<file path="config.mk">
export PLATFORM = sky130hd
export DESIGN_NAME = intr_ctrl_top
export DESIGN_NICKNAME = d
export VERILOG_FILES = /design/src/source/intr_types_pkg.sv /design/src/source/intr_regs_pkg.sv /design/src/source/ctxt_ram.sv /design/src/source/intr_update_pipe.sv /design/src/source/intr_scanner.sv /design/src/source/mmio_regs.sv /design/src/source/intr_ctrl_top.sv
export VERILOG_INCLUDE_DIRS = /design/src /design/src/source
export SDC_FILE = /design/constraint.sdc
export NUM_CORES = 1
export LEC_CHECK = 0
export BUFFER_PORTS_ARGS = -buffer_cell sky130_fd_sc_hd__clkbuf_2
export CORE_MARGIN = 2
export CORE_UTILIZATION = 30
export DETAILED_ROUTE_END_ITERATION = 8
export PLACE_DENSITY_LB_ADDON = 0.3
export SYNTH_ARGS = -nofsm -noshare
export SYNTH_HDL_FRONTEND = slang
export SYNTH_HIERARCHICAL = 1
export SYNTH_SLANG_ARGS = --single-unit
</file>
<file path="constraint.sdc">
create_clock -name i_clk -period 4.55 [get_ports i_clk]
set_input_delay 1.365 -clock i_clk [delete_from_list [all_inputs] [get_ports i_clk]]
set_output_delay 1.365 -clock i_clk [all_outputs]
set_load 0.03 [all_outputs]
</file>
<file path="src/source/intr_ctrl_params.svh">
`ifndef INTR_CTRL_PARAMS_SVH
`define INTR_CTRL_PARAMS_SVH

// context index width and number of contexts
`define INTR_CTXT_W 4
`define INTR_NCTXT 16

// interrupt sources per context
`define INTR_NSRC 6

// msi number carried with each interrupt
`define INTR_MSI_W 8

// mmio data word and register offset
`define INTR_DATA_W 64
`define INTR_OFF_W 4

`endif

</file>
<file path="src/source/intr_types_pkg.sv">
`include "intr_ctrl_params.svh"

package intr_types_pkg;

   // context index
   typedef logic [`INTR_CTXT_W-1:0] ctxt_t;

   // one bit per interrupt source, used for status and mask
   typedef logic [`INTR_NSRC-1:0] src_vec_t;

   // encoded source number of an inbound error
   typedef logic [$clog2(`INTR_NSRC)-1:0] src_id_t;

   typedef logic [`INTR_MSI_W-1:0] msi_t;

   // kinds of update, listed in arbitration priority
   typedef enum logic [1:0] {
      UPD_ADD = 2'd0,
      UPD_WR  = 2'd1,
      UPD_ERR = 2'd2
   } upd_kind_t;

endpackage

</file>
<file path="src/source/intr_regs_pkg.sv">
`include "intr_ctrl_params.svh"

package intr_regs_pkg;

   // per-context register offsets
   // status is read only, clear is write only
   typedef enum logic [`INTR_OFF_W-1:0] {
      REG_STATUS = 4'd1,
      REG_CLEAR  = 4'd2,
      REG_MASK   = 4'd3,
      REG_CTRL   = 4'd8
   } reg_off_t;

   typedef logic [`INTR_DATA_W-1:0] mmio_data_t;

   // word address, context in the upper bits and offset below
   typedef logic [`INTR_CTXT_W+`INTR_OFF_W-1:0] mmio_adr_t;

endpackage

</file>
<file path="src/source/ctxt_ram.sv">
`timescale 1ns/10ps
`include "intr_ctrl_params.svh"

// one entry per context, registered read
module ctxt_ram #(
   parameter type T = logic
) (
   input  logic                    i_clk,
   input  logic                    i_re,
   input  logic [`INTR_CTXT_W-1:0] i_ra,
   output T                        o_rd,
   input  logic                    i_we,
   input  logic [`INTR_CTXT_W-1:0] i_wa,
   input  T                        i_wd
);

   T mem [`INTR_NCTXT];

   always_ff @(posedge i_clk) begin
      if (i_we) begin
         mem[i_wa] <= i_wd;
      end
      // read returns the old entry on a same-address write
      if (i_re) begin
         o_rd <= mem[i_ra];
      end
   end

endmodule

</file>
<file path="src/source/intr_update_pipe.sv">
`timescale 1ns/10ps
`include "intr_ctrl_params.svh"

module intr_update_pipe
   import intr_types_pkg::*;
   import intr_regs_pkg::*;
(
   input  logic       i_clk,
   input  logic       i_rst,
   input  logic       i_ctxt_add_v,
   input  ctxt_t      i_ctxt_add_ctxt,
   output logic       o_ctxt_add_r,
   input  logic       i_err_v,
   input  ctxt_t      i_err_ctxt,
   input  src_id_t    i_err_src,
   output logic       o_err_r,
   input  logic       i_wr_v,
   input  ctxt_t      i_wr_ctxt,
   input  reg_off_t   i_wr_off,
   input  mmio_data_t i_wr_dat,
   output logic       o_wr_r,
   output ctxt_t      o_upd_ctxt,
   output logic       o_stat_we,
   output src_vec_t   o_stat_wd,
   output logic       o_mask_we,
   output src_vec_t   o_mask_wd,
   output logic       o_msi_we,
   output msi_t       o_msi_wd,
   output logic       o_irq_set,
   output logic       o_add_done,
   output logic       o_wr_done
);

   logic       s1_gate, s1_acc;
   upd_kind_t  s1_kind;
   ctxt_t      s1_ctxt;
   logic       s2_v, s3_v;
   upd_kind_t  s2_kind, s3_kind;
   ctxt_t      s2_ctxt, s3_ctxt;
   reg_off_t   s2_off, s3_off;
   mmio_data_t s2_dat, s3_dat;
   src_id_t    s2_src, s3_src;
   src_vec_t   s2_stat, s2_msk, s3_stat, s3_msk;
   src_vec_t   s3_src_vec, s3_clr_stat;
   logic       s3_irq;

   // one update in flight, the gate opens once stage 3 has committed
   assign s1_gate = ~s2_v & ~s3_v;
   assign o_ctxt_add_r = s1_gate & i_ctxt_add_v;
   assign o_wr_r = s1_gate & ~i_ctxt_add_v & i_wr_v;
   assign o_err_r = s1_gate & ~i_ctxt_add_v & ~i_wr_v & i_err_v;
   assign s1_acc = o_ctxt_add_r | o_wr_r | o_err_r;

   always_comb begin
      s1_kind = UPD_ERR;
      s1_ctxt = i_err_ctxt;
      if (i_ctxt_add_v) begin
         s1_kind = UPD_ADD;
         s1_ctxt = i_ctxt_add_ctxt;
      end else if (i_wr_v) begin
         s1_kind = UPD_WR;
         s1_ctxt = i_wr_ctxt;
      end
   end

   always_ff @(posedge i_clk) begin
      if (i_rst) begin
         s2_v <= 1'b0;
         s3_v <= 1'b0;
      end else begin
         s2_v <= s1_acc;
         s3_v <= s2_v;
      end
   end

   always_ff @(posedge i_clk) begin
      if (s1_acc) begin
         s2_kind <= s1_kind;
         s2_ctxt <= s1_ctxt;
         s2_off  <= i_wr_off;
         s2_dat  <= i_wr_dat;
         s2_src  <= i_err_src;
      end
      if (s2_v) begin
         s3_kind <= s2_kind;
         s3_ctxt <= s2_ctxt;
         s3_off  <= s2_off;
         s3_dat  <= s2_dat;
         s3_src  <= s2_src;
         s3_stat <= s2_stat;
         s3_msk  <= s2_msk;
      end
   end

   // status and mask come out during stage 2
   ctxt_ram #(.T(src_vec_t)) u_stat_ram (
      .i_clk(i_clk), .i_re(s1_acc), .i_ra(s1_ctxt), .o_rd(s2_stat),
      .i_we(o_stat_we), .i_wa(s3_ctxt), .i_wd(o_stat_wd)
   );

   ctxt_ram #(.T(src_vec_t)) u_mask_ram (
      .i_clk(i_clk), .i_re(s1_acc), .i_ra(s1_ctxt), .o_rd(s2_msk),
      .i_we(o_mask_we), .i_wa(s3_ctxt), .i_wd(o_mask_wd)
   );

   assign s3_src_vec = src_vec_t'(1) << s3_src;
   assign s3_clr_stat = s3_stat & ~s3_dat[`INTR_NSRC-1:0];

   // stage 3 update rules
   always_comb begin
      o_stat_we = 1'b0;
      o_stat_wd = s3_stat;
      o_mask_we = 1'b0;
      o_mask_wd = s3_msk;
      o_msi_we  = 1'b0;
      o_msi_wd  = s3_dat[`INTR_MSI_W-1:0];
      s3_irq    = 1'b0;
      case (s3_kind)
         UPD_ADD: begin
            o_stat_we = 1'b1;
            o_stat_wd = '0;
            o_mask_we = 1'b1;
            o_mask_wd = '1;
            o_msi_we  = 1'b1;
            o_msi_wd  = '0;
         end
         UPD_WR: begin
            case (s3_off)
               REG_CLEAR: begin
                  o_stat_we = 1'b1;
                  o_stat_wd = s3_clr_stat;
                  s3_irq    = |(s3_clr_stat & ~s3_msk);
               end
               REG_MASK: begin
                  o_mask_we = 1'b1;
                  o_mask_wd = s3_dat[`INTR_NSRC-1:0];
               end
               REG_CTRL: o_msi_we = 1'b1;
               default: ;
            endcase
         end
         UPD_ERR: begin
            o_stat_we = 1'b1;
            o_stat_wd = s3_stat | s3_src_vec;
            // only a newly set, unmasked source raises
            s3_irq    = |(s3_src_vec & ~s3_stat & ~s3_msk);
         end
         default: ;
      endcase
      o_stat_we = o_stat_we & s3_v;
      o_mask_we = o_mask_we & s3_v;
      o_msi_we  = o_msi_we & s3_v;
   end

   assign o_upd_ctxt = s3_ctxt;
   assign o_irq_set  = s3_v & s3_irq;
   assign o_add_done = s3_v & (s3_kind == UPD_ADD);
   assign o_wr_done  = s3_v & (s3_kind == UPD_WR);

   a_one_in_flight: assert property (@(posedge i_clk) disable iff (i_rst)
      !(s2_v && s3_v));

endmodule

</file>
<file path="src/source/intr_scanner.sv">
`timescale 1ns/10ps
`include "intr_ctrl_params.svh"

module intr_scanner
   import intr_types_pkg::*;
(
   input  logic  i_clk,
   input  logic  i_rst,
   input  ctxt_t i_upd_ctxt,
   input  logic  i_irq_set,
   input  logic  i_add_done,
   input  logic  i_msi_we,
   input  msi_t  i_msi_wd,
   output logic  o_intr_v,
   output ctxt_t o_intr_ctxt,
   output msi_t  o_intr_msi,
   input  logic  i_intr_r
);

   logic [`INTR_NCTXT-1:0] pend;
   ctxt_t                  scan_ctxt, scan_next, msi_ra;
   msi_t                   msi_rd;
   logic                   out_free, take;

   // output register can load when empty or draining
   assign out_free = ~o_intr_v | i_intr_r;
   assign take = out_free & pend[scan_ctxt];

   // wraps after the last context
   assign scan_next = scan_ctxt + ctxt_t'(1);

   // address the entry the pointer holds next cycle
   assign msi_ra = out_free ? scan_next : scan_ctxt;

   ctxt_ram #(.T(msi_t)) u_msi_ram (
      .i_clk(i_clk), .i_re(1'b1), .i_ra(msi_ra), .o_rd(msi_rd),
      .i_we(i_msi_we), .i_wa(i_upd_ctxt), .i_wd(i_msi_wd)
   );

   always_ff @(posedge i_clk) begin
      if (i_rst) begin
         pend <= '0;
      end else begin
         if (take) begin
            pend[scan_ctxt] <= 1'b0;
         end
         if (i_add_done) begin
            pend[i_upd_ctxt] <= 1'b0;
         end
         // a raise landing on delivery stays pending
         if (i_irq_set) begin
            pend[i_upd_ctxt] <= 1'b1;
         end
      end
   end

   always_ff @(posedge i_clk) begin
      if (i_rst) begin
         scan_ctxt <= '0;
         o_intr_v  <= 1'b0;
      end else if (out_free) begin
         scan_ctxt <= scan_next;
         o_intr_v  <= pend[scan_ctxt];
      end
   end

   always_ff @(posedge i_clk) begin
      if (take) begin
         o_intr_ctxt <= scan_ctxt;
         o_intr_msi  <= msi_rd;
      end
   end

   a_intr_hold: assert property (@(posedge i_clk) disable iff (i_rst)
      o_intr_v && !i_intr_r |=> o_intr_v && $stable(o_intr_ctxt) && $stable(o_intr_msi));

endmodule

</file>
<file path="src/source/mmio_regs.sv">
`timescale 1ns/10ps
`include "intr_ctrl_params.svh"

module mmio_regs
   import intr_types_pkg::*;
   import intr_regs_pkg::*;
(
   input  logic       i_clk,
   input  logic       i_rst,
   input  logic       i_wb_cyc,
   input  logic       i_wb_stb,
   input  logic       i_wb_we,
   input  mmio_adr_t  i_wb_adr,
   input  mmio_data_t i_wb_dat,
   output mmio_data_t o_wb_dat,
   output logic       o_wb_ack,
   output logic       o_wr_v,
   output ctxt_t      o_wr_ctxt,
   output reg_off_t   o_wr_off,
   output mmio_data_t o_wr_dat,
   input  logic       i_wr_r,
   input  logic       i_wr_done,
   input  ctxt_t      i_upd_ctxt,
   input  logic       i_stat_we,
   input  src_vec_t   i_stat_wd,
   input  logic       i_mask_we,
   input  src_vec_t   i_mask_wd,
   input  logic       i_msi_we,
   input  msi_t       i_msi_wd
);

   ctxt_t                   wb_ctxt;
   logic [`INTR_OFF_W-1:0]  wb_off, rd_off;
   logic                    off_known, busy, start, rd_start, wr_start, bad_start, rd_p1;
   src_vec_t                stat_rd, mask_rd;
   msi_t                    msi_rd;
   mmio_data_t              rd_mux;

   assign wb_ctxt = i_wb_adr[`INTR_CTXT_W+`INTR_OFF_W-1:`INTR_OFF_W];
   assign wb_off  = i_wb_adr[`INTR_OFF_W-1:0];

   always_comb begin
      case (wb_off)
         REG_STATUS, REG_CLEAR, REG_MASK, REG_CTRL: off_known = 1'b1;
         default: off_known = 1'b0;
      endcase
   end

   // master holds the cycle until ack, so a new one starts after it
   assign start     = i_wb_cyc & i_wb_stb & ~busy & ~o_wb_ack;
   assign rd_start  = start & ~i_wb_we;
   assign wr_start  = start & i_wb_we & off_known;
   assign bad_start = start & i_wb_we & ~off_known;

   // bus holds address and data while the write waits
   assign o_wr_ctxt = wb_ctxt;
   assign o_wr_off  = reg_off_t'(wb_off);
   assign o_wr_dat  = i_wb_dat;

   always_ff @(posedge i_clk) begin
      if (i_rst) begin
         busy     <= 1'b0;
         o_wr_v   <= 1'b0;
         rd_p1    <= 1'b0;
         o_wb_ack <= 1'b0;
      end else begin
         rd_p1 <= rd_start;
         // writes ack after the pipeline commit
         o_wb_ack <= rd_p1 | i_wr_done | bad_start;
         if (wr_start) begin
            o_wr_v <= 1'b1;
         end else if (o_wr_v & i_wr_r) begin
            o_wr_v <= 1'b0;
         end
         if (o_wb_ack) begin
            busy <= 1'b0;
         end else if (start) begin
            busy <= 1'b1;
         end
      end
   end

   // read copies of status, mask and msi
   ctxt_ram #(.T(src_vec_t)) u_stat_ram (
      .i_clk(i_clk), .i_re(rd_start), .i_ra(wb_ctxt), .o_rd(stat_rd),
      .i_we(i_stat_we), .i_wa(i_upd_ctxt), .i_wd(i_stat_wd)
   );

   ctxt_ram #(.T(src_vec_t)) u_mask_ram (
      .i_clk(i_clk), .i_re(rd_start), .i_ra(wb_ctxt), .o_rd(mask_rd),
      .i_we(i_mask_we), .i_wa(i_upd_ctxt), .i_wd(i_mask_wd)
   );

   ctxt_ram #(.T(msi_t)) u_msi_ram (
      .i_clk(i_clk), .i_re(rd_start), .i_ra(wb_ctxt), .o_rd(msi_rd),
      .i_we(i_msi_we), .i_wa(i_upd_ctxt), .i_wd(i_msi_wd)
   );

   always_comb begin
      case (rd_off)
         REG_STATUS: rd_mux = {{(`INTR_DATA_W-`INTR_NSRC){1'b0}}, stat_rd};
         REG_MASK:   rd_mux = {{(`INTR_DATA_W-`INTR_NSRC){1'b0}}, mask_rd};
         REG_CTRL:   rd_mux = {{(`INTR_DATA_W-`INTR_MSI_W){1'b0}}, msi_rd};
         default:    rd_mux = '0;
      endcase
   end

   always_ff @(posedge i_clk) begin
      if (rd_start) begin
         rd_off <= wb_off;
      end
      if (rd_p1) begin
         o_wb_dat <= rd_mux;
      end
   end

   a_ack_in_cycle: assert property (@(posedge i_clk) disable iff (i_rst)
      o_wb_ack |-> i_wb_cyc && i_wb_stb);

endmodule

</file>
<file path="src/source/intr_ctrl_top.sv">
`timescale 1ns/10ps

module intr_ctrl_top
   import intr_types_pkg::*;
   import intr_regs_pkg::*;
(
   input  logic       i_clk,
   input  logic       i_rst,
   input  logic       i_wb_cyc,
   input  logic       i_wb_stb,
   input  logic       i_wb_we,
   input  mmio_adr_t  i_wb_adr,
   input  mmio_data_t i_wb_dat,
   output mmio_data_t o_wb_dat,
   output logic       o_wb_ack,
   input  logic       i_ctxt_add_v,
   input  ctxt_t      i_ctxt_add_ctxt,
   output logic       o_ctxt_add_r,
   input  logic       i_err_v,
   input  ctxt_t      i_err_ctxt,
   input  src_id_t    i_err_src,
   output logic       o_err_r,
   output logic       o_intr_v,
   output ctxt_t      o_intr_ctxt,
   output msi_t       o_intr_msi,
   input  logic       i_intr_r
);

   logic       wr_v, wr_r, wr_done;
   ctxt_t      wr_ctxt, upd_ctxt;
   reg_off_t   wr_off;
   mmio_data_t wr_dat;
   logic       stat_we, mask_we, msi_we, irq_set, add_done;
   src_vec_t   stat_wd, mask_wd;
   msi_t       msi_wd;

   intr_update_pipe u_pipe (
      .i_clk(i_clk), .i_rst(i_rst),
      .i_ctxt_add_v(i_ctxt_add_v), .i_ctxt_add_ctxt(i_ctxt_add_ctxt),
      .o_ctxt_add_r(o_ctxt_add_r),
      .i_err_v(i_err_v), .i_err_ctxt(i_err_ctxt), .i_err_src(i_err_src), .o_err_r(o_err_r),
      .i_wr_v(wr_v), .i_wr_ctxt(wr_ctxt), .i_wr_off(wr_off), .i_wr_dat(wr_dat), .o_wr_r(wr_r),
      .o_upd_ctxt(upd_ctxt),
      .o_stat_we(stat_we), .o_stat_wd(stat_wd),
      .o_mask_we(mask_we), .o_mask_wd(mask_wd),
      .o_msi_we(msi_we), .o_msi_wd(msi_wd),
      .o_irq_set(irq_set), .o_add_done(add_done), .o_wr_done(wr_done)
   );

   intr_scanner u_scan (
      .i_clk(i_clk), .i_rst(i_rst),
      .i_upd_ctxt(upd_ctxt), .i_irq_set(irq_set), .i_add_done(add_done),
      .i_msi_we(msi_we), .i_msi_wd(msi_wd),
      .o_intr_v(o_intr_v), .o_intr_ctxt(o_intr_ctxt), .o_intr_msi(o_intr_msi),
      .i_intr_r(i_intr_r)
   );

   mmio_regs u_mmio (
      .i_clk(i_clk), .i_rst(i_rst),
      .i_wb_cyc(i_wb_cyc), .i_wb_stb(i_wb_stb), .i_wb_we(i_wb_we),
      .i_wb_adr(i_wb_adr), .i_wb_dat(i_wb_dat), .o_wb_dat(o_wb_dat), .o_wb_ack(o_wb_ack),
      .o_wr_v(wr_v), .o_wr_ctxt(wr_ctxt), .o_wr_off(wr_off), .o_wr_dat(wr_dat),
      .i_wr_r(wr_r), .i_wr_done(wr_done),
      .i_upd_ctxt(upd_ctxt),
      .i_stat_we(stat_we), .i_stat_wd(stat_wd),
      .i_mask_we(mask_we), .i_mask_wd(mask_wd),
      .i_msi_we(msi_we), .i_msi_wd(msi_wd)
   );

endmodule

</file>
==> impl_metrics.csv <==
group,metric,value,unit
global_routing,grt_usage,12.7,%
floorplan,fp.coreArea,105000,µm²
finish,nNetsFinal,1883,
clock_tree,cts_tree,"built",
route,wirelength,69.7,mm
timing,fin_skew,26.0,ps
critical_path,cp_common_cell,"clkbuf_2",
critical_path,crit_arrival,2580,ps
timing,fin_crit,3940,ps
clock_tree,cts_buffers,81,
clock_tree,clockRootBuffer,"clkbuf_16",
clock_tree,cts_setup_buffers,0,
finish,drive_above_1_share,21.7,%
critical_path,critical_path_class,"input port to output port",
critical_path,worst-r2r-setup-slack,1520,ps
finish,areaGrowthSynthToFinish,14.3,%
floorplan,start_util,30.2,%
pwr,p_per_area,444,nW/µm²
floorplan,die_x,330,µm
critical_path,timing.critical_path.required,3180,ps
clock_tree,h-tree-depth,3,
placement,place_hpwl,44.0,mm
floorplan,rows,119,
run_status,outcome,"complete, no violations",
global_routing,grt_pass1_wl,103,mm
synthesis,synth_warnings,6,
clock_tree,clkSinkCount,785,
critical_path,cp_slowest_stage_delay,440,ps
run,max_cap_violations,0,
finish,fillers,9812,
timing,period_share,86.7,%
route,vias,15700,
timing,slew_headroom,16.7,%
placement,place_congestion,0.815,
route,wl_per_cell,21.5,µm
floorplan,ioPinCount,171,
placement,portBuffers,58,
worst_hold_path,min-delay-path-class,"flop to flop",
pwr,p_leak,11.8,nW
finish,final_cell_mix,"758 x edfxtp_1, 100 x nor2_1, 92 x mux4_2",
critical_path,cp_cell_sequence,"clkbuf_2 > nor2_1 > and3_1 > clkbuf_2",
synthesis,syn-cell-area,31800,µm²
critical_path,crit_slowest_cell,"nor2_1",
global_routing,grt_antenna_before_repair,5,
critical_path,crit_path_max_fanout,12,
floorplan,fp.dieArea,109000,µm²
timing,slew_viol_final,0,
route,viasPerCell,4.84,
global_routing,grt_pass1_vias,15700,
finish,mostFrequentLayoutCell,"edfxtp_1",
timing,worst_pin_slew,1250,ps
critical_path,setup.worst_path.start_class,"input port",
clock_tree,clockBufferDepth,3,
route,drtPass1Iterations,5,
clock_tree,clock_latency,640,ps
clock_tree,ctsHoldBuffers,0,
timing,rsz0062_at_grt,"no",
timing,fmax,254,MHz
pwr,ir_drop,0.293,mV
global_routing,grt_max_degree,81,
clock_tree,cts_resized,0,
route,first_iter_violations,1529,
timing,finalSetupTns,0,ps
timing,holdWs,416,ps
clock_tree,clk_pin_slew,60,ps
timing,hold_viol,0,
finish,fin_util,34.6,%
synthesis,syn_avg_cell_area,19.3,µm²
global_routing,overflow,0,
route,drtAntennaViolNets,0,
route,drc_errors,0,
critical_path,cp-end-kind,"output port",
floorplan,die_y,330,µm
synthesis,syn_inst,1645,
timing,setup_violations,0,
## final timing paths
path / startpoint / end / cells past startpoint
setup / recovery: i_ctxt_add_v / o_err_r / 4
hold / removal: u_pipe/u_mask_ram/o_rd[4]$_DFFE_PP_ / u_pipe/s3_msk[4]$_DFFE_PP_ / 0
setup reg to reg: u_scan/scan_ctxt[0]$_SDFF_PP0_ / u_scan/u_msi_ram/o_rd[7]$_DFFE_PP_ / 6
hold reg to reg: u_pipe/u_mask_ram/o_rd[4]$_DFFE_PP_ / u_pipe/s3_msk[4]$_DFFE_PP_ / 0
## registers in the layout (all words and copies together) (netlist names), 6 cells and up
name	flops
u_mmio/o_wb_dat	8
u_mmio/u_mask_ram/mem	96
u_mmio/u_mask_ram/o_rd	6
u_mmio/u_msi_ram/mem	128
u_mmio/u_msi_ram/o_rd	8
u_mmio/u_stat_ram/mem	96
u_mmio/u_stat_ram/o_rd	6
u_pipe/s2_dat	8
u_pipe/s3_dat	8
u_pipe/s3_msk	6
u_pipe/s3_stat	6
u_pipe/u_mask_ram/mem	96
u_pipe/u_mask_ram/o_rd	6
u_pipe/u_stat_ram/mem	96
u_pipe/u_stat_ram/o_rd	6
u_scan/o_intr_msi	8
u_scan/pend	16
u_scan/u_msi_ram/mem	128
u_scan/u_msi_ram/o_rd	8
## final cells by class
cell class                      count  area, µm²  area share [%]
Tap cell                         1391       1740            4.78
Timing Repair Buffer              135        948            2.61
Multi-Input combinational cell    765       7720            21.2
Antenna cell                        4       10.0          0.0275
Clock inverter                     45        438            1.20
Inverter                           16       60.1           0.165
Clock buffer                      104       2170            5.95
Sequential cell                   785      23300            64.0
## critical path: cells and delay by family
kind	cells	cell delay, ps
buf+inv	2	520
simple gates	2	670
## metal layers
metal  GRT usage [%]  wire length (µm)  vias to the layer above
li1                -                 -                     6923
met1            18.1             31700                     8161
met2            19.6             32300                      483
met3            2.38              3750                      125
met4            4.25              1860                        4
met5               0                21                        -
## stage by stage
stage	worst slack [ps]	cell area, µm²	instances	total power, mW
after CTS	592	36400	3241	16.3
after global routing	483	36400	3241	16.7
after global placement	465	33800	3092	9.81
after floorplan	706	32100	1707	9.41
after detailed placement	476	33800	3092	9.84
final	606	36400	3245	16.1
## power by group
| part | leakage [nW] | internal (mW) | switching, mW |
|---|---|---|---|
| Sequential | 7.13 | 8.20 | 0.0944 |
| Clock | 1.26 | 3.73 | 2.74 |
| Combinational | 3.42 | 0.487 | 0.890 |
(Power assumes the default switching activity.)
